`src/hdl/tetris_pkg.sv`:
```
//////////////////////////////
// Shared types and cell colours for the VRAM path
//////////////////////////////
package tetris_pkg;

	typedef logic [15:0] word_t;   // Board row or SDRAM word, bit n = column n
	typedef logic [24:0] addr_t;   // SDRAM word address
	typedef logic [9:0]  coord_t;  // Pixel coordinate
	typedef logic [7:0]  color_t;  // One colour channel

	// Occupied cell
	localparam color_t FILL_RED   = 8'hf0;
	localparam color_t FILL_GREEN = 8'h90;
	localparam color_t FILL_BLUE  = 8'h10;

	// Empty cell inside the strip, dark grey
	localparam color_t BACK_RED   = 8'h20;
	localparam color_t BACK_GREEN = 8'h20;
	localparam color_t BACK_BLUE  = 8'h30;

	// Cells are 8x8 pixels
	localparam int CELL_SHIFT = 3;

endpackage

```
`src/hdl/vga_timing.sv`:
```
//////////////////////////////
// Counters free-run from reset, sync levels are active high
// Frame sizes must fit in 10 bits
//////////////////////////////
`timescale 1ns/1ps

module vga_timing #(
	parameter int H_TOTAL  = 160,
	parameter int V_TOTAL  = 40,
	parameter int VS_LINES = 2
) (
	input  logic               clk,
	input  logic               reset,
	output tetris_pkg::coord_t draw_x,
	output tetris_pkg::coord_t draw_y,
	output logic               hs,
	output logic               vs
);

	tetris_pkg::coord_t next_x;
	tetris_pkg::coord_t next_y;
	logic               line_end;

	assign line_end = (draw_x == tetris_pkg::coord_t'(H_TOTAL - 1));

	// Next position, x wraps first and carries into y
	always_comb begin
		next_x = draw_x + 1'b1;
		next_y = draw_y;
		if (line_end) begin
			next_x = '0;
			if (draw_y == tetris_pkg::coord_t'(V_TOTAL - 1))
				next_y = '0; // Frame wrap
			else
				next_y = draw_y + 1'b1;
		end
	end

	// Sync decoded from the next count so it lines up with draw_x/draw_y
	always_ff @(posedge clk or posedge reset) begin
		if (reset) begin
			draw_x <= '0;
			draw_y <= '0;
			hs     <= 1'b1; // Pixel (0,0) sits inside both pulses
			vs     <= 1'b1;
		end else begin
			draw_x <= next_x;
			draw_y <= next_y;
			hs     <= (next_x < tetris_pkg::coord_t'(16));
			vs     <= (next_y < tetris_pkg::coord_t'(VS_LINES));
		end
	end

endmodule

```
`src/hdl/board_shadow.sv`:
```
//////////////////////////////
// ROWS must be at least 2
// Edit wins over a same-cycle flush_done
//////////////////////////////
`timescale 1ns/1ps

module board_shadow #(
	parameter int ROWS = 4
) (
	input  logic                    clk,
	input  logic                    reset,
	input  logic                    edit_we,
	input  logic [$clog2(ROWS)-1:0] edit_row,
	input  tetris_pkg::word_t       edit_bits,
	input  logic [$clog2(ROWS)-1:0] row_sel,
	output tetris_pkg::word_t       row_bits,
	output logic                    dirty,
	input  logic                    flush_done
);

	tetris_pkg::word_t rows [ROWS]; // Staging copy of the board

	// Board starts empty
	always_ff @(posedge clk or posedge reset) begin
		if (reset) begin
			for (int i = 0; i < ROWS; i++)
				rows[i] <= '0;
		end else if (edit_we && edit_row < ROWS) begin
			rows[edit_row] <= edit_bits;
		end
	end

	// Changed since last flush
	always_ff @(posedge clk or posedge reset) begin
		if (reset)
			dirty <= 1'b0;
		else if (edit_we)
			dirty <= 1'b1; // New edit keeps it set
		else if (flush_done)
			dirty <= 1'b0;
	end

	// Sequencer picks the row, read is combinational
	assign row_bits = (row_sel < ROWS) ? rows[row_sel] : '0;

endmodule

```
`src/hdl/vram_sequencer.sv`:
```
//////////////////////////////
// Strobes decode from state, req drops with wr_full/rd_empty
// Flush has priority, a read seen meanwhile waits for idle
//////////////////////////////
`timescale 1ns/1ps

module vram_sequencer #(
	parameter int                ROWS      = 4,
	parameter tetris_pkg::addr_t VRAM_BASE = '0
) (
	input  logic                    clk,
	input  logic                    reset,
	input  logic                    vs,
	input  tetris_pkg::coord_t      draw_x,
	input  tetris_pkg::coord_t      draw_y,
	input  logic                    dirty,
	input  tetris_pkg::word_t       row_bits,
	input  logic                    wr_full,
	input  logic                    rd_empty,
	input  tetris_pkg::word_t       readdata,
	output logic [$clog2(ROWS)-1:0] row_sel,
	output logic                    flush_done,
	output logic                    write_ld,
	output logic                    write_req,
	output tetris_pkg::addr_t       writeaddr,
	output tetris_pkg::word_t       writedata,
	output logic                    read_ld,
	output logic                    read_req,
	output tetris_pkg::addr_t       readaddr,
	output tetris_pkg::word_t       row_a,
	output tetris_pkg::word_t       row_b,
	output logic [3:0]              hex_num_4,
	output logic [3:0]              hex_num_3,
	output logic [3:0]              hex_num_1,
	output logic [3:0]              hex_num_0
);

	typedef enum logic [3:0] {
		IDLE,
		W_LOAD, W_REQ, W_GAP, W_DONE,     // Per-row write loop
		R_LD_A, R_RQ_A, R_CAP_A,          // First word
		R_LD_B, R_RQ_B, R_CAP_B           // Second word
	} state_t;

	state_t                  state;
	logic [$clog2(ROWS)-1:0] row;        // Row being flushed
	logic                    vs_q;
	logic                    vs_rise;
	logic                    flush_pend; // Dirty board seen at vs rise
	logic                    read_pend;  // Pixel (0,0) seen

	assign vs_rise = vs & ~vs_q;

	// Edge detect and pending requests, later assignment wins
	always_ff @(posedge clk or posedge reset) begin
		if (reset) begin
			vs_q       <= 1'b1; // vs leaves reset high
			flush_pend <= 1'b0;
			read_pend  <= 1'b0;
		end else begin
			vs_q <= vs;
			if (state == IDLE && flush_pend)
				flush_pend <= 1'b0;
			if (vs_rise && dirty)
				flush_pend <= 1'b1;
			if (state == IDLE && !flush_pend && read_pend)
				read_pend <= 1'b0;
			if (draw_x == '0 && draw_y == '0)
				read_pend <= 1'b1;
		end
	end

	always_ff @(posedge clk or posedge reset) begin
		if (reset) begin
			state <= IDLE;
			row   <= '0;
			row_a <= '0;
			row_b <= '0;
		end else begin
			unique case (state)
				IDLE: begin
					if (flush_pend) begin
						row   <= '0;
						state <= W_LOAD;
					end else if (read_pend) begin
						state <= R_LD_A;
					end
				end
				W_LOAD: state <= W_REQ;
				W_REQ:  if (!wr_full) state <= W_GAP; // Held off while FIFO full
				W_GAP: begin
					if (row == ROWS - 1) begin
						state <= W_DONE;
					end else begin
						row   <= row + 1'b1;
						state <= W_LOAD;
					end
				end
				W_DONE:  state <= IDLE;
				R_LD_A:  state <= R_RQ_A;
				R_RQ_A:  if (!rd_empty) state <= R_CAP_A;
				R_CAP_A: begin
					row_a <= readdata; // Valid the cycle after read_req
					state <= R_LD_B;
				end
				R_LD_B:  state <= R_RQ_B;
				R_RQ_B:  if (!rd_empty) state <= R_CAP_B;
				R_CAP_B: begin
					row_b <= readdata;
					state <= IDLE;
				end
				default: state <= IDLE;
			endcase
		end
	end

	// Write port
	assign row_sel    = row;
	assign write_ld   = (state == W_LOAD);
	assign write_req  = (state == W_REQ) && !wr_full;
	assign writeaddr  = VRAM_BASE + tetris_pkg::addr_t'(row);
	assign writedata  = row_bits; // Shadow word for the current row
	assign flush_done = (state == W_DONE);

	// Read port, B reads the next word up
	assign read_ld  = (state == R_LD_A) || (state == R_LD_B);
	assign read_req = ((state == R_RQ_A) || (state == R_RQ_B)) && !rd_empty;
	assign readaddr = (state == R_LD_B) ? VRAM_BASE + tetris_pkg::addr_t'(1) : VRAM_BASE;

	// Low byte of each word on the hex digits
	assign hex_num_0 = row_a[3:0];
	assign hex_num_1 = row_a[7:4];
	assign hex_num_3 = row_b[3:0];
	assign hex_num_4 = row_b[7:4];

endmodule

```
`src/hdl/color_mapper.sv`:
```
//////////////////////////////
// Strip is 16x2 cells at top left
//////////////////////////////
`timescale 1ns/1ps

module color_mapper (
	input  tetris_pkg::coord_t draw_x,
	input  tetris_pkg::coord_t draw_y,
	input  tetris_pkg::word_t  row_a,
	input  tetris_pkg::word_t  row_b,
	output tetris_pkg::color_t red,
	output tetris_pkg::color_t green,
	output tetris_pkg::color_t blue
);

	tetris_pkg::coord_t cell_x;
	tetris_pkg::coord_t cell_y;
	tetris_pkg::word_t  line_word; // Row shown on this line
	logic               in_strip;
	logic               occupied;

	assign cell_x = draw_x >> tetris_pkg::CELL_SHIFT;
	assign cell_y = draw_y >> tetris_pkg::CELL_SHIFT;

	// Columns 0-15, cell rows 0-1
	assign in_strip  = (cell_x < tetris_pkg::coord_t'(16)) && (cell_y < tetris_pkg::coord_t'(2));
	assign line_word = cell_y[0] ? row_b : row_a;
	assign occupied  = line_word[cell_x[3:0]];

	always_comb begin
		if (!in_strip) begin
			red   = '0; // Black outside
			green = '0;
			blue  = '0;
		end else if (occupied) begin
			red   = tetris_pkg::FILL_RED;
			green = tetris_pkg::FILL_GREEN;
			blue  = tetris_pkg::FILL_BLUE;
		end else begin
			red   = tetris_pkg::BACK_RED;
			green = tetris_pkg::BACK_GREEN;
			blue  = tetris_pkg::BACK_BLUE;
		end
	end

endmodule

```
`src/hdl/tetris_vram.sv`:
```
//////////////////////////////
// SDRAM controller FIFO ports are external
//////////////////////////////
`timescale 1ns/1ps

module tetris_vram #(
	parameter int                ROWS      = 4,
	parameter tetris_pkg::addr_t VRAM_BASE = '0,
	parameter int                H_TOTAL   = 160,
	parameter int                V_TOTAL   = 40,
	parameter int                VS_LINES  = 2
) (
	input  logic                    clk,
	input  logic                    reset,
	input  logic                    edit_we,
	input  logic [$clog2(ROWS)-1:0] edit_row,
	input  tetris_pkg::word_t       edit_bits,
	input  logic                    wr_full,
	input  logic                    rd_empty,
	input  tetris_pkg::word_t       readdata,
	output logic                    hs,
	output logic                    vs,
	output logic                    write_ld,
	output logic                    write_req,
	output tetris_pkg::addr_t       writeaddr,
	output tetris_pkg::word_t       writedata,
	output logic                    read_ld,
	output logic                    read_req,
	output tetris_pkg::addr_t       readaddr,
	output tetris_pkg::color_t      red,
	output tetris_pkg::color_t      green,
	output tetris_pkg::color_t      blue,
	output logic [3:0]              hex_num_4,
	output logic [3:0]              hex_num_3,
	output logic [3:0]              hex_num_1,
	output logic [3:0]              hex_num_0
);

	tetris_pkg::coord_t      draw_x;
	tetris_pkg::coord_t      draw_y;
	logic [$clog2(ROWS)-1:0] row_sel;
	tetris_pkg::word_t       row_bits;
	logic                    dirty;
	logic                    flush_done;
	tetris_pkg::word_t       row_a; // Read-back words for display
	tetris_pkg::word_t       row_b;

	vga_timing #(.H_TOTAL(H_TOTAL), .V_TOTAL(V_TOTAL), .VS_LINES(VS_LINES)) u_timing (
		.clk(clk), .reset(reset), .draw_x(draw_x), .draw_y(draw_y), .hs(hs), .vs(vs)
	);

	board_shadow #(.ROWS(ROWS)) u_board (
		.clk(clk), .reset(reset), .edit_we(edit_we), .edit_row(edit_row),
		.edit_bits(edit_bits), .row_sel(row_sel), .row_bits(row_bits),
		.dirty(dirty), .flush_done(flush_done)
	);

	vram_sequencer #(.ROWS(ROWS), .VRAM_BASE(VRAM_BASE)) u_seq (
		.clk(clk), .reset(reset), .vs(vs), .draw_x(draw_x), .draw_y(draw_y),
		.dirty(dirty), .row_bits(row_bits), .wr_full(wr_full), .rd_empty(rd_empty),
		.readdata(readdata), .row_sel(row_sel), .flush_done(flush_done),
		.write_ld(write_ld), .write_req(write_req), .writeaddr(writeaddr),
		.writedata(writedata), .read_ld(read_ld), .read_req(read_req),
		.readaddr(readaddr), .row_a(row_a), .row_b(row_b),
		.hex_num_4(hex_num_4), .hex_num_3(hex_num_3),
		.hex_num_1(hex_num_1), .hex_num_0(hex_num_0)
	);

	color_mapper u_color (
		.draw_x(draw_x), .draw_y(draw_y), .row_a(row_a), .row_b(row_b),
		.red(red), .green(green), .blue(blue)
	);

endmodule

```
`config.mk`:
```
export PLATFORM = sky130hd
export DESIGN_NAME = tetris_vram
export DESIGN_NICKNAME = d
export VERILOG_FILES = /design/src/hdl/tetris_pkg.sv /design/src/hdl/vga_timing.sv /design/src/hdl/board_shadow.sv /design/src/hdl/vram_sequencer.sv /design/src/hdl/color_mapper.sv /design/src/hdl/tetris_vram.sv
export SDC_FILE = /design/constraint.sdc
export NUM_CORES = 1
export LEC_CHECK = 0
export ABC_AREA = 0
export BUFFER_PORTS_ARGS = -buffer_cell sky130_fd_sc_hd__buf_2
export CAP_MARGIN = 40
export CORE_ASPECT_RATIO = 0.7
export CORE_MARGIN = 3
export CORE_UTILIZATION = 55
export CTS_BUF_LIST = sky130_fd_sc_hd__clkbuf_16
export CTS_CLUSTER_SIZE = 8
export DETAILED_ROUTE_END_ITERATION = 8
export GPL_TIMING_DRIVEN = 0
export PLACE_DENSITY_LB_ADDON = 0.12
export SLEW_MARGIN = 25
export SYNTH_ARGS = -nofsm -noshare
export SYNTH_HDL_FRONTEND = slang
export SYNTH_SLANG_ARGS = --single-unit
export TNS_END_PERCENT = 1
```
`constraint.sdc`:
```
create_clock -name clk -period 6.1 [get_ports clk]
set_input_delay 0.61 -clock clk [delete_from_list [all_inputs] [get_ports clk]]
set_output_delay 0.61 -clock clk [all_outputs]
set_load 0.01 [all_outputs]
```
==> impl_results.md <==
* PortBufs at 88
* GRT Total Usage at 0.2209
* Slowest Stage Delay on Critical Path at 490 ps
* Biggest area consumer among synthesized cells: dfrtp_1
* Synth warn at 0
* Post-route DRC at 0
* DRT iter0 DRCs at 185
* Flops & latches, synth at 128
* Clock latency on the worst-skew pair at 420 ps
* Post-synth EDFFs at 0
* Post-synth top flop: dfrtp_1
* Critical Path End Type: primary output
* Tcrit/Tclk final at 0.5981
* Worst Path Max Fanout at 10
* Synth top area cells: dfrtp_1 47%, mux2_2 16%, buf_4 9.7%
* Post-Synth XOR/XNOR Area at 0.01969
* Unique masters post-synth at 51
* Leak at 3.901 nW
* Slowest cell on the critical path: buf_1
* Adder-Cell Fraction of Synth Area at 0.009376
* Critical Path Source: u_timing.draw_x[3]
* Commonest non-fill, non-tap cell in the layout: dfrtp_1
* Largest family of logic cells by synthesized area: multiplexers
* RSZ-0062 raised after global routing: false
* Setup Skew at 9.479 ps
* Fin Hold WS at 192.8 ps
* CP endpoint: green[7]
* R2R setup slack at 3830 ps
* Flip-flop and latch area at 3207 sq um
* Nets at 737
* Largest net degree at the start of global routing at 80
* Vias in the first global route at 4,565
* Post-route ant nets at 0
* Row cnt at 32
* Post-CTS sizing at 0
* Io pins at 151
* Clock buffer count from CTS at 17
* # diodes at 0
* WP data arrival at 3040 ps
* Tmin final at 3648 ps
* Commonest non-fill, non-tap cells in the layout: 125 x dfrtp_1, 97 x mux2_2, 96 x buf_2
* CTS tree: yes
* Status: finished, final reports clean
* Synth Cell Area at 6673 sq um
* Postcts setup bufs at 0
* Root Buffer: clkbuf_16
* Power Density at 404.0 nW/um^2
* Wire length of the first global-routing pass at 23.05 mm
* Multi-input gate area at 2899 sq um
* Final Hold Fails at 0
* Max rail drop VDD at 0.0002835 V
* Clock transition at path regs at 60 ps
* CTS hold repair buffers at 0
* Worst Tran Pin Value at 738.9 ps
* Most common cell on crit path: mux4_2
* Fin worst setup slack at 2452 ps
* Multiplexer share of the synthesized area at 0.2545
* Number of fill cells at 815
* Final GP Congestion at 0.8318
* Core box area at 11,410 sq um
* Worst flop-to-flop path startpoint: u_seq.state[2]
* Startpoint class of the critical path: flop
* Relative slew slack at 0.5074
* Layout Area Growth over Synthesis at 22.05%
* Critical path buffers and inverters at 3
* Worst hold path class: primary input to async pin
* Max_cap viols at 0
* Share of post-route cells with drive strength above 1 at 0.4929
* Setup Viol. Count Final at 0
* Sequential fraction of the synthesis area at 0.4806
* CP cell instances: buf_1 > mux4_2 > mux4_2 > mux2i_1 > nor2_1 > buf_4 > buf_2
* Yosys top cell area share at 0.4688
* Initial antenna violation count at 0
* Complex-gate fraction of the synthesized area at 0.04182
* Max Clk Rate at 0.2741 GHz
* Worst EP required at 5490 ps
* Avg Cell Area, Syn at 12.73 sq um
* CTS Buffer Depth at 2
* RR Endpoint: u_seq.row_b[5]
* H-tree levels at 4
* Stages on worst setup path at 7
* Dpl hpwl at 10.28 mm
* Die area at 13,510 sq um
* DR vias at 4,486
* TNS Setup at 0 ps
* Post-Synth Simple-Gate Area at 0.07425
* Chip Height at 98.16 um
* Final Slew Violations at 0
* Initial Utilization at 0.5848
* Asr flop ratio synth at 1.000
* Final wirelength at 14.22 mm
* Crit Path Class: flop to primary output
* Placement Setup Slack at 2936 ps
* Post-DR wirelength/cell at 16.56 um
* Worst Reg2Reg Path Length in Cells at 5
* Global route total overflow at 0
* Synthesized instance count at 524
* TritonRoute pass-1 iters at 6
* Worst path top cell family by delay: multiplexers
* Clk sink count at 128
* Die X at 137.7 um
* Detailed-route vias per instance at 5.222
==> logic make-up after synthesis <==
kind of cell / count (synthesis)
compound gates: 40
buf+inv: 121
mux: 125
fa+ha+maj: 5
other cells: 1
xor+xnor: 15
simple gates: 89
flops: 128
==> power by group <==
part	leakage, nW	internal, mW	switching [mW]
Clock	0.282	0.574	0.413
Sequential	1.56	1.06	0.128
Combinational	2.06	0.614	0.503
Total	3.90	2.25	1.04
==> state kept, by name, summed over array words and instances (netlist names) <==
register,count
u_seq.flush_pend,1
u_seq.vs_q,1
u_board.dirty,1
u_seq.read_pend,1
u_seq.row_sel,2
u_timing.draw_y,10
u_timing.draw_x,10
u_seq.row_a,16
u_seq.state,4
u_timing.vs,1
u_timing.hs,1
u_board.rows,64
u_seq.row_b,16
==> how the worst min path moves through the flow <==
stage	startpoint	end	cells after the start
finish	reset	u_seq.row_a[2]	2
global route	reset	u_seq.row_a[3]	2
CTS	reset	u_seq.row_b[7]	2
detailed placement	u_timing.vs	u_seq.vs_q	0
global placement	u_timing.vs	u_seq.vs_q	0
floorplan	u_timing.vs	u_seq.vs_q	0
==> cell usage after synthesis, drive strengths merged (2+ instances only) <==
cell type / number
a21oi: 6
o21ai: 6
and3: 5
a311oi: 4
nor4: 7
xor2: 3
nand2b: 3
nand3: 10
ha: 5
nor2b: 5
buf: 97
nand3b: 4
mux4: 26
and2: 5
xnor2: 12
nor2: 19
nand4: 5
nor3: 6
o22ai: 3
mux2i: 2
clkbuf: 12
dfrtp: 125
nor3b: 4
mux2: 97
o31ai: 2
dfstp: 3
a211o: 2
o21a: 2
or2: 2
a31oi: 5
inv: 12
nand2: 10
a21o: 2
==> area by class of cell <==
type,count,area share
Sequential cell,128,0.3938
Multi-Input combinational cell,336,0.3560
Buffer,109,0.09218
Timing Repair Buffer,89,0.05746
Clock buffer,17,0.05224
Tap cell,153,0.02351
Clock inverter,15,0.01844
Inverter,12,0.006453
==> layer usage <==
layer	GRT usage	wire, um
met1	0.3081	6295
met2	0.3381	6574
met3	0.06282	1158
met4	0.06902	195
met5	0	0
==> stage by stage <==
stage	utilization	instances	total power, mW	instance area (sq um)
after floorplan	-	585	1.979	6902
after global routing	0.7137	859	3.473	8144
after CTS	0.7137	859	3.316	8144
final	0.7137	859	3.290	8144
after global placement	0.6602	826	2.266	7533
after detailed placement	0.6633	827	2.321	7569
No activity file was read; power rests on OpenSTA's default activity.
